<file path="src/hdl/tx_pkg.sv">
package tx_pkg;

   // settings bus addresses
   localparam logic [7:0] ADDR_POLICY  = 8'd0;
   localparam logic [7:0] ADDR_RATE    = 8'd1;
   localparam logic [7:0] ADDR_TIME_HI = 8'd2;
   localparam logic [7:0] ADDR_TIME_LO = 8'd3; // commits the 64-bit load

   localparam int SEQ_W = 12;

   // error and ack kinds, upper word of the report code
   localparam logic [31:0] KIND_EOB_ACK            = 32'd1;
   localparam logic [31:0] KIND_UNDERRUN           = 32'd2;
   localparam logic [31:0] KIND_SEQ_ERROR          = 32'd4;
   localparam logic [31:0] KIND_TIME_ERROR         = 32'd8;
   localparam logic [31:0] KIND_UNDERRUN_MIDPKT    = 32'd16; // reserved
   localparam logic [31:0] KIND_SEQ_ERROR_MIDBURST = 32'd32;

   // one word from the deframer, msb first
   typedef struct packed {
      logic             odd;       // final word carries one sample only
      logic             send_at;   // hold until send_time
      logic             eob;
      logic             eop;
      logic [SEQ_W-1:0] seqnum;
      logic [31:0]      sid;
      logic [63:0]      send_time;
      logic [31:0]      sample0;
      logic [31:0]      sample1;
   } tx_sample_t;

   typedef struct packed {
      logic [31:0]      kind;
      logic [19:0]      zero;
      logic [SEQ_W-1:0] seqnum;
   } tx_err_plain_t;

   // sequence errors also carry what was expected
   typedef struct packed {
      logic [31:0]      kind;
      logic [3:0]       zero_hi;
      logic [SEQ_W-1:0] expected;
      logic [3:0]       zero_lo;
      logic [SEQ_W-1:0] received;
   } tx_err_seq_t;

   typedef union packed {
      tx_err_plain_t plain;
      tx_err_seq_t   seq;
   } tx_err_code_u;

   typedef struct packed {
      logic         valid;
      tx_err_code_u code;
   } tx_ack_t;

   typedef enum logic [1:0] {
      IDLE,
      SAMP0,
      SAMP1,
      ERROR
   } tx_ctrl_state_e;

endpackage
</file>
<file path="src/hdl/tx_subsystem.sv">
`timescale 1ns/1ps

module tx_subsystem
   import tx_pkg::*;
(
   input  logic        clk,
   input  logic        rst_n,
   input  logic        clear,
   input  logic        set_stb,
   input  logic [7:0]  set_addr,
   input  logic [31:0] set_data,
   input  tx_sample_t  sample_tdata,
   input  logic        sample_tvalid,
   output logic        sample_tready,
   output logic        packet_consumed,
   output logic [31:0] sample,
   output logic        run,
   output logic        strobe,
   output logic [31:0] sid,
   output tx_ack_t     ack,
   output logic [63:0] vita_time,
   output logic [31:0] debug
);

   logic policy_next_packet;
   logic policy_next_burst;
   logic policy_changed;
   logic now;
   logic late;

   // wait policy has no consumer yet
   tx_policy_reg i_policy (
      .clk                (clk),
      .rst_n              (rst_n),
      .set_stb            (set_stb),
      .set_addr           (set_addr),
      .set_data           (set_data),
      .policy_wait        (),
      .policy_next_packet (policy_next_packet),
      .policy_next_burst  (policy_next_burst),
      .policy_changed     (policy_changed)
   );

   tx_time_base i_time (
      .clk       (clk),
      .rst_n     (rst_n),
      .set_stb   (set_stb),
      .set_addr  (set_addr),
      .set_data  (set_data),
      .send_time (sample_tdata.send_time), // head word
      .vita_time (vita_time),
      .now       (now),
      .early     (),
      .late      (late)
   );

   tx_rate_strobe i_strobe (
      .clk      (clk),
      .rst_n    (rst_n),
      .set_stb  (set_stb),
      .set_addr (set_addr),
      .set_data (set_data),
      .run      (run),
      .strobe   (strobe)
   );

   tx_burst_control i_ctrl (
      .clk                (clk),
      .rst_n              (rst_n),
      .clear              (clear),
      .sample_tdata       (sample_tdata),
      .sample_tvalid      (sample_tvalid),
      .now                (now),
      .late               (late),
      .strobe             (strobe),
      .policy_next_packet (policy_next_packet),
      .policy_next_burst  (policy_next_burst),
      .policy_changed     (policy_changed),
      .sample_tready      (sample_tready),
      .packet_consumed    (packet_consumed),
      .sample             (sample),
      .run                (run),
      .sid                (sid),
      .ack                (ack),
      .debug              (debug)
   );

endmodule

</file>
<file path="src/hdl/tx_burst_control.sv">
`timescale 1ns/1ps

module tx_burst_control
   import tx_pkg::*;
(
   input  logic        clk,
   input  logic        rst_n,
   input  logic        clear,
   input  tx_sample_t  sample_tdata,
   input  logic        sample_tvalid,
   input  logic        now,
   input  logic        late,
   input  logic        strobe,
   input  logic        policy_next_packet,
   input  logic        policy_next_burst,
   input  logic        policy_changed,
   output logic        sample_tready,
   output logic        packet_consumed,
   output logic [31:0] sample,
   output logic        run,
   output logic [31:0] sid,
   output tx_ack_t     ack,
   output logic [31:0] debug
);

   tx_ctrl_state_e   state;
   tx_ctrl_state_e   state_nxt;
   logic [SEQ_W-1:0] expected_seqnum;
   logic             clear_armed;
   logic             ack_valid;
   logic             ack_valid_nxt;
   tx_err_code_u     ack_code;
   tx_err_code_u     ack_code_nxt;
   logic             burst_start;
   logic             seq_ok;
   logic             idle_waiting;
   logic             time_to_clear;

   function automatic tx_err_code_u plain_code(input logic [31:0]      kind,
                                                input logic [SEQ_W-1:0] received);
      tx_err_code_u c;
      c.plain.kind   = kind;
      c.plain.zero   = '0;
      c.plain.seqnum = received;
      return c;
   endfunction

   function automatic tx_err_code_u seq_code(input logic [31:0]      kind,
                                              input logic [SEQ_W-1:0] expected,
                                              input logic [SEQ_W-1:0] received);
      tx_err_code_u c;
      c.seq.kind     = kind;
      c.seq.zero_hi  = '0;
      c.seq.expected = expected;
      c.seq.zero_lo  = '0;
      c.seq.received = received;
      return c;
   endfunction

   assign burst_start  = !sample_tdata.send_at || now;
   assign seq_ok       = (sample_tdata.seqnum == expected_seqnum);
   assign idle_waiting = (state == IDLE) && sample_tvalid && !burst_start;

   // handshake, ready only when a word retires
   always_comb
   begin
      unique case (state)
         ERROR:   sample_tready = 1'b1; // drain
         SAMP1:   sample_tready = strobe;
         SAMP0:   sample_tready = strobe && sample_tvalid &&
                                  sample_tdata.eop && sample_tdata.odd;
         default: sample_tready = 1'b0;
      endcase
   end

   assign packet_consumed = sample_tvalid && sample_tready && sample_tdata.eop;

   assign time_to_clear = clear_armed &&
                          ((packet_consumed && sample_tdata.eob) ||
                           (state == ERROR) ||
                           idle_waiting);

   always_ff @(posedge clk or negedge rst_n)
   begin
      if (!rst_n)
      begin
         expected_seqnum <= '0;
         clear_armed     <= 1'b0;
      end
      else if (clear)
      begin
         expected_seqnum <= '0;
         clear_armed     <= 1'b0;
      end
      else
      begin
         if (policy_changed)
         begin
            clear_armed <= 1'b1;
         end
         if (time_to_clear)
         begin
            expected_seqnum <= '0;
            clear_armed     <= 1'b0;
         end
         else if (packet_consumed)
         begin
            expected_seqnum <= sample_tdata.seqnum + 1'b1;
         end
      end
   end

   always_comb
   begin
      state_nxt     = state;
      ack_valid_nxt = 1'b0;
      ack_code_nxt  = plain_code(KIND_EOB_ACK, sample_tdata.seqnum);
      unique case (state)
         IDLE:
         begin
            if (sample_tvalid && burst_start)
            begin
               if (!seq_ok)
               begin
                  state_nxt     = ERROR;
                  ack_valid_nxt = 1'b1;
                  ack_code_nxt  = seq_code(KIND_SEQ_ERROR, expected_seqnum,
                                           sample_tdata.seqnum);
               end
               else
               begin
                  state_nxt = SAMP0;
               end
            end
            else if (sample_tvalid && late)
            begin
               state_nxt     = ERROR;
               ack_valid_nxt = 1'b1;
               ack_code_nxt  = plain_code(KIND_TIME_ERROR, sample_tdata.seqnum);
            end
         end
         SAMP0:
         begin
            if (strobe)
            begin
               if (!sample_tvalid)
               begin
                  state_nxt     = ERROR;
                  ack_valid_nxt = 1'b1;
                  ack_code_nxt  = plain_code(KIND_UNDERRUN, sample_tdata.seqnum);
               end
               else if (sample_tdata.eop && sample_tdata.odd && sample_tdata.eob)
               begin
                  state_nxt     = IDLE;
                  ack_valid_nxt = 1'b1;
               end
               else if (sample_tdata.eop && sample_tdata.odd)
               begin
                  state_nxt = SAMP0; // one-sample word retired
               end
               else if (!seq_ok)
               begin
                  state_nxt     = ERROR;
                  ack_valid_nxt = 1'b1;
                  ack_code_nxt  = seq_code(KIND_SEQ_ERROR_MIDBURST, expected_seqnum,
                                           sample_tdata.seqnum);
               end
               else
               begin
                  state_nxt = SAMP1;
               end
            end
         end
         SAMP1:
         begin
            if (strobe)
            begin
               if (sample_tdata.eop && sample_tdata.eob)
               begin
                  state_nxt     = IDLE;
                  ack_valid_nxt = 1'b1;
               end
               else
               begin
                  state_nxt = SAMP0;
               end
            end
         end
         ERROR:
         begin
            if (sample_tvalid && sample_tdata.eop &&
                (policy_next_packet || (policy_next_burst && sample_tdata.eob)))
            begin
               state_nxt = IDLE;
            end
         end
      endcase
   end

   always_ff @(posedge clk or negedge rst_n)
   begin
      if (!rst_n)
      begin
         state     <= IDLE;
         ack_valid <= 1'b0;
         ack_code  <= '0;
      end
      else if (clear)
      begin
         state     <= IDLE;
         ack_valid <= 1'b0;
         ack_code  <= '0;
      end
      else
      begin
         state     <= state_nxt;
         ack_valid <= ack_valid_nxt;
         if (ack_valid_nxt)
         begin
            ack_code <= ack_code_nxt; // last code stays visible on debug
         end
      end
   end

   assign ack.valid = ack_valid;
   assign ack.code  = ack_code;

   assign run    = (state == SAMP0) || (state == SAMP1);
   assign sample = (state == SAMP0) ? sample_tdata.sample0 : sample_tdata.sample1;
   assign sid    = sample_tdata.sid;

   assign debug = {1'b0,
                   ack_code.plain.kind[5:0],  // [30:25]
                   ack_code.plain.seqnum,     // [24:13]
                   sample_tvalid,             // [12]
                   now,
                   late,
                   strobe,
                   sample_tdata.eop,          // [8]
                   sample_tdata.eob,
                   sample_tdata.send_at,
                   sample_tdata.odd,
                   sample_tready,             // [4]
                   clear_armed,
                   ack_valid,
                   state};                    // [1:0]

endmodule

</file>
<file path="src/hdl/tx_rate_strobe.sv">
`timescale 1ns/1ps

module tx_rate_strobe
   import tx_pkg::*;
(
   input  logic        clk,
   input  logic        rst_n,
   input  logic        set_stb,
   input  logic [7:0]  set_addr,
   input  logic [31:0] set_data,
   input  logic        run,
   output logic        strobe
);

   logic [31:0] rate;
   logic [31:0] count;

   always_ff @(posedge clk or negedge rst_n)
   begin
      if (!rst_n)
      begin
         rate  <= 32'd0;
         count <= 32'd0;
      end
      else
      begin
         if (set_stb && (set_addr == ADDR_RATE))
         begin
            rate <= set_data;
         end
         if (!run || (count == rate))
         begin
            count <= 32'd0; // parked while the DSP is stopped
         end
         else
         begin
            count <= count + 32'd1;
         end
      end
   end

   // one pulse every rate+1 cycles
   assign strobe = run && (count == rate);

endmodule

</file>
<file path="src/hdl/tx_time_base.sv">
`timescale 1ns/1ps

module tx_time_base
   import tx_pkg::*;
(
   input  logic        clk,
   input  logic        rst_n,
   input  logic        set_stb,
   input  logic [7:0]  set_addr,
   input  logic [31:0] set_data,
   input  logic [63:0] send_time,
   output logic [63:0] vita_time,
   output logic        now,
   output logic        early,
   output logic        late
);

   logic [31:0] time_hi; // staged upper half
   logic        load_hi;
   logic        commit;

   assign load_hi = set_stb && (set_addr == ADDR_TIME_HI);
   assign commit  = set_stb && (set_addr == ADDR_TIME_LO);

   always_ff @(posedge clk or negedge rst_n)
   begin
      if (!rst_n)
      begin
         time_hi <= 32'd0;
      end
      else if (load_hi)
      begin
         time_hi <= set_data;
      end
   end

   always_ff @(posedge clk or negedge rst_n)
   begin
      if (!rst_n)
      begin
         vita_time <= 64'd0;
      end
      else if (commit)
      begin
         vita_time <= {time_hi, set_data};
      end
      else
      begin
         vita_time <= vita_time + 64'd1;
      end
   end

   // compare against the head word
   assign now   = (vita_time == send_time);
   assign late  = (vita_time > send_time);
   assign early = (vita_time < send_time);

endmodule

</file>
<file path="src/hdl/tx_policy_reg.sv">
`timescale 1ns/1ps

module tx_policy_reg
   import tx_pkg::*;
(
   input  logic        clk,
   input  logic        rst_n,
   input  logic        set_stb,
   input  logic [7:0]  set_addr,
   input  logic [31:0] set_data,
   output logic        policy_wait,
   output logic        policy_next_packet,
   output logic        policy_next_burst,
   output logic        policy_changed
);

   logic [2:0] policy_q; // {next_burst, next_packet, wait}
   logic       hit;

   assign hit = set_stb && (set_addr == ADDR_POLICY);

   always_ff @(posedge clk or negedge rst_n)
   begin
      if (!rst_n)
      begin
         policy_q       <= 3'd0;
         policy_changed <= 1'b0;
      end
      else
      begin
         policy_changed <= hit; // one cycle, arms the seqnum clear
         if (hit)
         begin
            policy_q <= set_data[2:0];
         end
      end
   end

   // wait bit is kept but nothing acts on it yet
   assign policy_wait        = policy_q[0];
   assign policy_next_packet = policy_q[1];
   assign policy_next_burst  = policy_q[2];

endmodule

</file>
<file path="config.mk">
export PLATFORM = sky130hd
export DESIGN_NAME = tx_subsystem
export DESIGN_NICKNAME = d
export VERILOG_FILES = /design/src/hdl/tx_pkg.sv /design/src/hdl/tx_subsystem.sv /design/src/hdl/tx_burst_control.sv /design/src/hdl/tx_rate_strobe.sv /design/src/hdl/tx_time_base.sv /design/src/hdl/tx_policy_reg.sv
export SDC_FILE = /design/constraint.sdc
export NUM_CORES = 1
export LEC_CHECK = 0
export ABC_AREA = 1
export BUFFER_PORTS_ARGS = -buffer_cell sky130_fd_sc_hd__buf_2
export CORE_AREA = 2 2 175 177
export CTS_BUF_LIST = sky130_fd_sc_hd__clkbuf_8
export DETAILED_ROUTE_END_ITERATION = 10
export DIE_AREA = 0 0 177 179
export PLACE_DENSITY = 0.76
export SYNTH_ARGS = -nofsm -noshare
export SYNTH_HDL_FRONTEND = slang
export SYNTH_SLANG_ARGS = --single-unit
export TNS_END_PERCENT = 10
</file>
<file path="constraint.sdc">
create_clock -name clk -period 6.5 [get_ports clk]
set_input_delay 0.325 -clock clk [delete_from_list [all_inputs] [get_ports clk]]
set_output_delay 0.325 -clock clk [all_outputs]
set_load 0.03 [all_outputs]
</file>
==> metrics, run 1 <==
fraction of layout instances using a drive strength above 1 20.1%; Yosys reg bits 208; netlist area before placement 0.0143 sq mm; y dimension of the die 179 um; CTS H-tree depth 2; Gates resized, CTS repair 0; upper clock frequency limit 274 MHz; Die ar. 0.0317 sq mm; simple-gate share of the synthesized area 30.0%; commonest non-fill, non-tap cell in the layout nand2_1; post-synth cell types 47; main combinational cell family by area after synthesis simple AND/OR/NAND/NOR gates; Initial DRC Count 1,033; total of endpoints with negative setup slack in the final report 0; element type at the critical path start register; global-route congestion overflow total 0; clk_skew 20.7 ps; power dissipated by switching net loads 1.77 mW; crit path setup slack, layout 2850 ps; floorplan die width 177 um; estimated wirelength of the detail-placed design 36,100 um; Static Leakage 9.07 nW; sequential group share of total power 35.3%; worst path cell trace inv_1 > ha_1 > buf_4 > clkinv_1 > buf_4 > o31ai_1 > nand4_1 > nand2_1 > nand3_1 > inv_1 > buf_2; combinational share of power 34.5%; unrepaired setup endpoints after global routing no; number of enable-type register cells in the synthesized netlist 0; area fraction of the dominant cell type after synthesis 36.4%; cell family with the largest share of critical-path delay buffers and inverters; post-synthesis mux area share 0%; global-route wire length before repair 67,200 um; first drt pass iteration count 6; routability congestion estimate from global placement 0.991; total CTS buffers 38; final critical-path share of the clock period 56.2%; library cell with the largest summed area after synthesis dfrtp_1; result of the run completed; area share of fa/ha/maj cells after synthesis 6.21%; top-level I/O count 450; effective utilization at floorplan 47.6%; number of pins with negative max-slew slack in the final report 0; signed area change from the synthesized netlist to the final layout 16.2%; worst min path class in2reg; DRT antenna net count 0; via count of the first global-routing pass 12,700; floorplan row count 64; Placed Cells 2,627; GR Util All Layers 27.4%; max-capacitance violation count 0; worst voltage drop across the vdd grid 0.162 mV; # port buffers 348; commonest non-fill, non-tap cells in the layout nand2_1 (597), buf_2 (347), inv_1 (274), dfrtp_1 (208), o21ai_0 (130); number of sinks handled by clock tree synthesis 208; Routed Wire Length 45,100 um; largest net degree at the start of global routing 119; number of buffers and inverters on the critical path 6; cell at the root of the clock tree clkbuf_8; clock buffer depth 3; wire per inst 16.7 um; final total negative setup slack 0 ps; Setup WS pre-CTS 3380 ps; Switching Share 41.0%; synthesized area per cell 7.22 sq um; power share of the clock group 30.2%; xor and xnor fraction of the mapped netlist area 6.18%; antenna violations before repair 3; cell with the largest stage delay on the worst path dfrtp_1; sequential fraction of the synthesis area 36.4%; clock tree from TritonCTS built; Critical Path Fanout Max 37; total number of yosys warnings 0; total number of vias 13,800; worst rel slew slack 24.8%; compound-cell area share of the yosys netlist 7.42%; number of DRC violations after detailed routing 0; Nets 2,564; final critical-path required period 3650 ps; Clock Latency Late Sink 520 ps; share of flip-flops with an asynchronous set or reset after synthesis 100%; slew of the pin with the lowest slew margin 1130 ps; detailed-route vias per instance 5.11; core box area 0.0300 sq mm; total internal power 2.55 mW; gate count after technology mapping 1,981; data arrival at the endpoint of the critical path 3330 ps; Crit. End Element output port; type of the worst setup path reg2out; Crit path required time 6170 ps; Synth area leaders dfrtp_1 (36%), nand2_1 (16%), inv_1 (7.0%); number of hold-slack violations in the final timing report 0; count of non-filler cells in the finished layout 2,698; largest stage delay on the critical path 420 ps; Clock Pin Slew Worst Setup and Hold Paths 70 ps; P per Cell Area 260 mW/mm^2; flip-flop cell with the highest count after synthesis dfrtp_1
[cells by family (layout without fill, tap and decap cells)]
logic type,after synthesis,count (layout)
compound gates,203,203
xor+xnor,101,101
fa+ha+maj,71,71
buf+inv,419,703
flops,208,208
other cells,1,38
simple gates,978,978
[per-stage QoR]
step | power (mW) | utilization, % | instance area [sq um] | hold slack (ps)
floorplan | 2.67 | - | 14400 | 29.4
global placement | 3.01 | 52.7 | 15800 | 459
detailed placement | 3.04 | 52.7 | 15800 | 472
CTS | 4.35 | 55.4 | 16600 | 23.3
global route | 4.57 | 55.4 | 16600 | 33.1
finish | 4.33 | 55.4 | 16600 | 35.8
[Yosys cell counts (39+ instances only)]
master / count
nand2_1: 597
inv_1: 265
dfrtp_1: 208
o21ai_0: 130
nor2_1: 129
buf_4: 99
nand3_1: 73
ha_1: 71
nor3_1: 62
xor2_1: 62
nand4_1: 41
a21oi_1: 40
xnor2_1: 39
[path summary, 6_finish.rpt]
path	startpoint	endpoint	slack, ps	depth (start not counted)
hold / removal	set_data[0]	i_time.vita_time[0]	40	3
min in group asynchronous	rst_n	i_ctrl.ack_code[20]	510	2
setup / recovery	i_ctrl.state[1]	packet_consumed	2850	11
setup reg to reg	i_time.vita_time[37]	i_ctrl.ack_code[21]	3460	15
hold reg to reg	i_policy.policy_changed	i_ctrl.clear_armed	480	2
max in group asynchronous	rst_n	i_ctrl.state[0]	4660	3
[tightest hold or removal path: cells and delay by family]
family,cells,cell delay (ps)
compound gates,1,70
buf+inv,1,90
simple gates,1,40
[state kept, by name, indices dropped and copies added (netlist names)]
| signal | cells |
|---|---|
| i_strobe.rate | 32 |
| i_ctrl.ack_code | 29 |
| i_ctrl.expected_seqnum | 12 |
| i_policy.policy_changed | 1 |
| i_time.time_hi | 32 |
| i_ctrl.clear_armed | 1 |
| i_ctrl.state | 2 |
| i_time.vita_time | 64 |
| i_strobe.count | 32 |
| i_ctrl.ack_valid | 1 |
| i_policy.policy_q | 2 |
[metal layers]
metal | track usage [%] | share of wire [%] | vias up | wire length (um)
met3 | 7.46 | 9.5 | 104 | 4270
met4 | 11.0 | 3.8 | 0 | 1720
met1 | 36.4 | 42 | 6414 | 18800
met2 | 42.3 | 45 | 547 | 20300
li1 | - | - | 6722 | -
met5 | 0 | 0 | - | 0
[final cells by class]
class	count	area, sq um
fillers	2938	13400
multi-input cells	1390	7260
flip-flops and latches	208	5200
repair buffers	358	1830
inverters	276	1040
clock buffers	47	647
well taps	396	495
clock inverters	22	155
diodes	1	2.50
[what timing repair did]
action                    CTS  global route
hold buffers                1             0
hold endpoints to repair   34             0
setup buffers               0             0
[power groups by stage]
stage / logic [mW] / clock network (mW) / registers [mW]
final: 1.49 / 1.31 / 1.53
after global routing: 1.65 / 1.38 / 1.54
after CTS: 1.50 / 1.32 / 1.52
after detailed placement: 1.49 / 0 / 1.55
after global placement: 1.47 / 0 / 1.54
after floorplan: 1.02 / 0 / 1.65
Note: power is estimated with default switching activity, not from simulation.
==> inputs of run 2 (changes only) <==
--- a/config.mk
+++ b/config.mk
@@ -7,11 +7,12 @@
 export LEC_CHECK = 0
 export ABC_AREA = 1
 export BUFFER_PORTS_ARGS = -buffer_cell sky130_fd_sc_hd__buf_2
-export CORE_AREA = 2 2 175 177
+export CORE_ASPECT_RATIO = 0.7
+export CORE_MARGIN = 2
+export CORE_UTILIZATION = 54
 export CTS_BUF_LIST = sky130_fd_sc_hd__clkbuf_8
 export DETAILED_ROUTE_END_ITERATION = 10
-export DIE_AREA = 0 0 177 179
-export PLACE_DENSITY = 0.76
+export PLACE_DENSITY = 0.84
 export SYNTH_ARGS = -nofsm -noshare
 export SYNTH_HDL_FRONTEND = slang
 export SYNTH_SLANG_ARGS = --single-unit
==> constraint.sdc (replaced) <==
create_clock -name clk -period 3.6 [get_ports clk]
set_input_delay 0.18 -clock clk [delete_from_list [all_inputs] [get_ports clk]]
set_output_delay 0.18 -clock clk [all_outputs]
set_load 0.03 [all_outputs]
==> metrics, run 2 (same netlist as run 1, synthesis figures left out) <==
global-route congestion overflow total 0 (unchanged); number of hold-slack violations in the final timing report 0 (unchanged); Nets 2,602 (was 2,564); data arrival at the endpoint of the critical path 3090 ps (was 3330 ps); antenna violations before repair 4 (was 3); slew of the pin with the lowest slew margin 949 ps (was 1130 ps); Setup WS pre-CTS 713 ps (was 3380 ps); Critical Path Fanout Max 14 (was 37); Die ar. 0.0278 sq mm (was 0.0317 sq mm); Static Leakage 9.23 nW (was 9.07 nW); floorplan row count 49 (was 64); fraction of layout instances using a drive strength above 1 19.7% (was 20.1%); total CTS buffers 34 (was 38); Largest register FFs 64 (unchanged); core box area 0.0259 sq mm (was 0.0300 sq mm); total of endpoints with negative setup slack in the final report 0 (unchanged); element type at the critical path start register (unchanged); CTS H-tree depth 2 (unchanged); first drt pass iteration count 6 (unchanged); Routed Wire Length 48,500 um (was 45,100 um); final total negative setup slack 0 ps (unchanged); floorplan die width 199 um (was 177 um); beginning of the worst hold path set_data[23] (was set_data[0]); number of DRC violations after detailed routing 0 (unchanged); unrepaired setup endpoints after global routing no (unchanged); clk_skew 29.0 ps (was 20.7 ps); type of the worst setup path reg2out (unchanged); P per Cell Area 470 mW/mm^2 (was 260 mW/mm^2); result of the run completed (unchanged); y dimension of the die 140 um (was 179 um); final critical-path share of the clock period 90.8%; final-layout fill cell count 2,247 (was 2,938); max-capacitance violation count 0 (unchanged); Crit. End Element output port (unchanged); estimated wirelength of the detail-placed design 37,800 um (was 36,100 um); worst min path class in2reg (unchanged); total internal power 4.71 mW (was 2.55 mW); DRT antenna net count 0 (unchanged); final critical-path required period 3270 ps; detailed-route vias per instance 5.36 (was 5.11); cell at the root of the clock tree clkbuf_8 (unchanged); Gates resized, CTS repair 0 (unchanged); crit path setup slack, layout 333 ps (was 2850 ps); sequential group share of total power 34.4% (was 35.3%); Initial DRC Count 1,435 (was 1,033); via count of the first global-routing pass 13,400 (was 12,700); routability congestion estimate from global placement 1.09 (was 0.991); # port buffers 348 (unchanged); combinational share of power 35.3% (was 34.5%); effective utilization at floorplan 55.3% (was 47.6%); signed area change from the synthesized netlist to the final layout 18.8% (was 16.2%); Clock Pin Slew Worst Setup and Hold Paths 70 ps (about the same); Largest Register i_time.vita_time (unchanged); total number of vias 14,400 (was 13,800); number of pins with negative max-slew slack in the final report 0 (unchanged); commonest non-fill, non-tap cells in the layout nand2_1 (597), buf_2 (347), inv_1 (270), dfrtp_1 (208), o21ai_0 (130) (was nand2_1 (597), buf_2 (347), inv_1 (274), dfrtp_1 (208), o21ai_0 (130)); global-route wire length before repair 74,200 um (was 67,200 um); wire per inst 18.0 um (was 16.7 um); Switching Share 41.0% (about the same); upper clock frequency limit 306 MHz; worst rel slew slack 36.6% (was 24.8%); GR Util All Layers 34.5% (was 27.4%); commonest non-fill, non-tap cell in the layout nand2_1 (unchanged); power dissipated by switching net loads 3.28 mW (was 1.77 mW); number of sinks handled by clock tree synthesis 208 (unchanged); top-level I/O count 450 (unchanged); clock buffer depth 3 (unchanged); largest net degree at the start of global routing 92 (was 119); power share of the clock group 30.3% (was 30.2%); Crit path required time 3420 ps (was 6170 ps); worst voltage drop across the vdd grid 0.427 mV (was 0.162 mV); Worst setup startpoint i_strobe.count[0] (was i_ctrl.state[1]); clock tree from TritonCTS built (unchanged); launch point of the worst reg-to-reg path i_time.vita_time[7] (was i_time.vita_time[37]); number of buffers inserted to repair setup after CTS 0 (unchanged); Clock Latency Late Sink 560 ps (was 520 ps)
run 2: final timing paths:
path | to | slack, ps | cells after the start
max in group asynchronous | i_ctrl.expected_seqnum[7] | 2390 | 3
min | i_strobe.rate[23] | 20 | 3
min in group asynchronous | i_strobe.rate[1] | 250 | 2
min reg2reg | i_time.vita_time[50] | 450 | 2
max | packet_consumed | 330 | 10
max reg2reg | i_ctrl.ack_code[22] | 610 | 15
run 2: repair_timing:
item | in CTS | in global routing
hold endpoints to repair | 166 | 0
setup endpoints to repair | 0 | 0
hold buffers | 40 | 0
run 2: power groups by stage:
stage | registers (mW) | clock network, mW | logic, mW
floorplan | 2.98 | 0 | 1.85
global placement | 2.77 | 0 | 2.69
detailed placement | 2.78 | 0 | 2.74
CTS | 2.74 | 2.44 | 2.80
global route | 2.77 | 2.55 | 3.07
finish | 2.75 | 2.42 | 2.82
run 2: per-layer routing:
layer  global-route usage [%]  part of all wire (%)
met2                     49.8                    43
met3                     10.1                    11
met5                        0                 0.027
met1                     49.4                    43
met4                     12.1                   3.5
run 2: per-stage QoR:
step | std cells | utilization, % | instance area (sq um) | hold slack, ps | total power [mW]
2_1_floorplan | 2017 | - | 14400 | -116 | 4.83
3_3_place_gp | 2591 | 61.1 | 15800 | 276 | 5.46
3_5_place_dp | 2591 | 61.1 | 15800 | 275 | 5.53
4_1_cts | 2692 | 65.7 | 17000 | 2.10 | 7.98
5_1_grt | 2694 | 65.7 | 17000 | 19.0 | 8.39
6_report | 2694 | 65.7 | 17000 | 16.7 | 7.99
run 2: area by class of cell:
cell class | instances | area, sq um | share of cell area (%)
Inverter | 276 | 1040 | 6.10
Clock buffer | 44 | 606 | 3.56
Antenna cell | 2 | 5.00 | 0.0294
Multi-Input combinational cell | 1390 | 7260 | 42.7
Clock inverter | 17 | 181 | 1.07
Sequential cell | 208 | 5200 | 30.6
Tap cell | 357 | 447 | 2.63
Timing Repair Buffer | 400 | 2250 | 13.3
run 2: critical path, cell delays in order, from the launching register on:
cell,delay [ps]
dfrtp_1,420
xnor2_1,370
nand2_1,90
nor2_1,120
nand2_1,70
nor2_2,130
nand4_1,110
nand2_1,120
nand3_1,360
inv_1,470
buf_2,280
==> inputs of run 3 (changes only) <==
--- a/config.mk
+++ b/config.mk
@@ -5,14 +5,12 @@
 export SDC_FILE = /design/constraint.sdc
 export NUM_CORES = 1
 export LEC_CHECK = 0
-export ABC_AREA = 1
 export BUFFER_PORTS_ARGS = -buffer_cell sky130_fd_sc_hd__buf_2
-export CORE_ASPECT_RATIO = 0.7
-export CORE_MARGIN = 2
-export CORE_UTILIZATION = 54
+export CORE_AREA = 2 2 176 178
 export CTS_BUF_LIST = sky130_fd_sc_hd__clkbuf_8
 export DETAILED_ROUTE_END_ITERATION = 10
-export PLACE_DENSITY = 0.84
+export DIE_AREA = 0 0 178 180
+export PLACE_DENSITY = 0.7
 export SYNTH_ARGS = -nofsm -noshare
 export SYNTH_HDL_FRONTEND = slang
 export SYNTH_SLANG_ARGS = --single-unit
==> metrics, run 3 <==
result of the run completed (unchanged); estimated wirelength of the detail-placed design 29,800 um (was 37,800 um); number of sinks handled by clock tree synthesis 208 (unchanged); worst min path class in2reg (unchanged); Die ar. 0.0320 sq mm (was 0.0278 sq mm); slew of the pin with the lowest slew margin 1010 ps (was 949 ps); number of hold-slack violations in the final timing report 0 (unchanged); Worst setup startpoint i_time.vita_time[11] (was i_strobe.count[0]); commonest non-fill, non-tap cell in the layout buf_2 (was nand2_1); # port buffers 348 (unchanged); floorplan row count 64 (was 49); detailed-route vias per instance 5.27 (was 5.36); final critical-path required period 3390 ps (was 3270 ps); cell with the largest stage delay on the worst path a211oi_2 (was inv_1); area fraction of the dominant cell type after synthesis 40.3% (was 36.4%); DRT antenna net count 0 (unchanged); gate count after technology mapping 1,334 (was 1,981); wire per inst 18.6 um (was 18.0 um); worst rel slew slack 32.4% (was 36.6%); Sequential cell area 0.00520 sq mm (unchanged); post-synth cell types 69 (was 47); signed area change from the synthesized netlist to the final layout 22.6% (was 18.8%); Crit. End Element register (was output port); data arrival at the endpoint of the critical path 3840 ps (was 3090 ps); flip-flop cell with the highest count after synthesis dfrtp_1 (unchanged); total internal power 4.87 mW (was 4.71 mW); synthesized area per cell 9.68 sq um (was 7.22 sq um); area of the multi-input gates 0.00663 sq mm (was 0.00726 sq mm); clock buffer depth 3 (unchanged); end point of the critical path i_ctrl.ack_code[32] (was packet_consumed); upper clock frequency limit 295 MHz (was 306 MHz); total number of vias 11,200 (was 14,400); clk_skew 41.2 ps (was 29.0 ps); path depth of the worst reg2reg path 9 (was 15); total CTS buffers 36 (was 34); cell with the most instances after synthesis dfrtp_1 (was nand2_1); library cell with the largest summed area after synthesis dfrtp_1 (unchanged); Switching Share 40.4% (was 41.0%); largest net degree at the start of global routing 119 (was 92); largest stage delay on the critical path 850 ps (was 470 ps); fraction of layout instances using a drive strength above 1 32.5% (was 19.7%); Static Leakage 8.43 nW (was 9.23 nW); worst path cell trace ha_1 > a21oi_2 > o21ai_1 > a221o_1 > a211o_1 > a311oi_4 > nand2_4 > a211oi_2 > a22o_1 (was xnor2_1 > nand2_1 > nor2_1 > nand2_1 > nor2_2 > nand4_1 > nand2_1 > nand3_1 > inv_1 > buf_2); antenna violations before repair 0 (was 4); worst r2r dst i_ctrl.ack_code[32] (was i_ctrl.ack_code[22]); sequential fraction of the synthesis area 40.3% (was 36.4%); effective utilization at floorplan 42.8% (was 55.3%); Crit path required time 4060 ps (was 3420 ps); unrepaired setup endpoints after global routing no (unchanged); Clock Latency Late Sink 540 ps (was 560 ps); fraction of met1 tracks used by global routing 29.6% (was 49.4%); via count of the first global-routing pass 11,100 (was 13,400); floorplan die width 178 um (was 199 um); most used routing layer in global routing met2 (unchanged); final total power 8.16 mW (was 7.99 mW); Register-to-Register Setup Slack 210 ps (was 610 ps); element type at the critical path start register (unchanged); total of endpoints with negative setup slack in the final report 0 (unchanged); final-layout fill cell count 2,721 (was 2,247); number of buffers inserted to repair setup after CTS 0 (unchanged); global-route congestion overflow total 0 (unchanged); core box area 0.0302 sq mm (was 0.0259 sq mm); cell at the root of the clock tree clkbuf_8 (unchanged); commonest non-fill, non-tap cells in the layout buf_2 (347), dfrtp_1 (208), nor2_1 (150), a21oi_1 (105), mux2_2 (99) (was nand2_1 (597), buf_2 (347), inv_1 (270), dfrtp_1 (208), o21ai_0 (130)); number of DRC violations after detailed routing 0 (unchanged); Routed Wire Length 39,300 um (was 48,500 um); Synth area leaders dfrtp_1 (40%), mux2_2 (8.6%), ha_1 (6.9%) (was dfrtp_1 (36%), nand2_1 (16%), inv_1 (7.0%)); total number of yosys warnings 0 (unchanged); final critical-path share of the clock period 94.1% (was 90.8%); first drt pass iteration count 6 (unchanged); global-route wire length before repair 60,500 um (was 74,200 um); clock tree from TritonCTS built (unchanged); netlist area before placement 0.0129 sq mm (was 0.0143 sq mm); Gates resized, CTS repair 0 (unchanged); y dimension of the die 180 um (was 140 um); number of pins with negative max-slew slack in the final report 0 (unchanged); GR Util All Layers 24.1% (was 34.5%); Yosys reg bits 208 (unchanged); Nets 1,987 (was 2,602); Initial DRC Count 727 (was 1,435); worst voltage drop across the vdd grid 0.237 mV (was 0.427 mV); beginning of the worst hold path set_data[3] (was set_data[23]); Critical Path Fanout Max 14 (unchanged); combinational share of power 37.2% (was 35.3%); CTS H-tree depth 2 (unchanged); max-capacitance violation count 0 (unchanged); top-level I/O count 450 (unchanged); sequential group share of total power 36.0% (was 34.4%); launch point of the worst reg-to-reg path i_time.vita_time[11] (was i_time.vita_time[7]); P per Cell Area 515 mW/mm^2 (was 470 mW/mm^2); ranking of synthesized cells by instance count dfrtp_1 (208), nor2_1 (150), a21oi_1 (105), buf_4 (101), mux2_2 (99) (was nand2_1 (597), inv_1 (265), dfrtp_1 (208), o21ai_0 (130), nor2_1 (129)); M3 GR Usage 4.46% (was 10.1%); number of enable-type register cells in the synthesized netlist 0 (unchanged); power share of the clock group 26.8% (was 30.3%); routability congestion estimate from global placement 0.928 (was 1.09); final total negative setup slack 0 ps (unchanged); Largest Register i_time.vita_time (unchanged); Clock Pin Slew Worst Setup and Hold Paths 60 ps (was 70 ps); share of flip-flops with an asynchronous set or reset after synthesis 100% (unchanged); power dissipated by switching net loads 3.30 mW (was 3.28 mW); met2 usage in global routing 40.1% (was 49.8%); Largest register FFs 64 (unchanged); type of the worst setup path reg2reg (was reg2out)
==> run 3: cell count changes in the layout (fill, tap and decap cells not counted), moves of 18 or more <==
cell / previous run / this run
buf_4: 11 / 29
a22o_1: 0 / 27
and3_1: 2 / 25
xor2_1: 62 / 91
o21ai_0: 130 / 15
nor3_1: 62 / 9
nor2_1: 129 / 150
a21oi_1: 40 / 105
inv_1: 270 / 98
nand3_1: 73 / 45
mux2_2: 0 / 99
nand2_1: 597 / 65
==> run 3: worst min-delay path by stage <==
| stage | depth (start not counted) | to | slack [ps] |
|---|---|---|---|
| final | 2 | i_strobe.rate[3] | 20 |
| after global routing | 2 | i_strobe.rate[3] | 20 |
| after CTS | 3 | i_time.vita_time[7] | 0.01 |
| after detailed placement | 0 | sid[0] | 360 |
| after global placement | 0 | sid[0] | 360 |
| after floorplan | 0 | i_ctrl.ack_code[0] | -120 |
==> run 3: power groups by stage <==
stage | registers, mW | clock network [mW] | logic (mW)
2_1_floorplan | 3.37 | 0 | 1.71
3_3_place_gp | 2.96 | 0 | 2.95
3_5_place_dp | 2.97 | 0 | 2.98
4_1_cts | 2.94 | 2.24 | 3.03
5_1_grt | 2.98 | 2.34 | 3.28
6_report | 2.94 | 2.19 | 3.04
==> run 3: area by class of cell <==
cell class | instances | share of cell area, %
multi-input combinational | 938 | 41.8
sequential | 208 | 32.9
timing repair buffer | 423 | 15.5
clock buffer | 45 | 3.91
tap | 396 | 3.13
inverter | 88 | 2.09
clock inverter | 19 | 0.711
antenna | 1 | 0.0158
==> run 3: timing repair <==
item                                    4_1_cts  5_1_grt
endpoints found under the hold margin       208        0
hold buffers                                 44        0
endpoints found under the setup margin        0       28
==> run 3: cells by family after synthesis <==
| logic type | after synthesis | share of synthesized area, % |
|---|---|---|
| compound gates | 185 | 9.21 |
| xor+xnor | 142 | 9.63 |
| fa+ha+maj | 71 | 6.88 |
| buf+inv | 225 | 9.66 |
| flops | 208 | 40.3 |
| mux | 102 | 8.87 |
| other cells | 1 | 0.0290 |
| simple gates | 400 | 15.4 |
==> run 3: worst max-delay path: cells and delay by family, from the launching register on <==
kind	cells	cell delay (ps)
fa+ha+maj	1	360
flops	1	440
compound gates	7	2380
simple gates	1	140
==> run 3: metrics by stage <==
step | utilization, % | cell area (sq um) | setup slack [ps] | hold slack, ps | std cells
finish | 52.5 | 15800 | 212 | 18.2 | 2118
global route | 52.5 | 15800 | 18.9 | 17.0 | 2117
CTS | 52.4 | 15800 | 132 | 0.0103 | 2116
detailed placement | 48.5 | 14700 | 164 | 360 | 2008
global placement | 48.5 | 14700 | 230 | 360 | 2008
floorplan | - | 13100 | 671 | -116 | 1370
==> run 3: metal layers <==
layer,vias to the layer above,routed length [um]
met1,5346,15700
met2,474,18800
met3,137,2830
met5,-,0
li1,5195,-
met4,0,1990
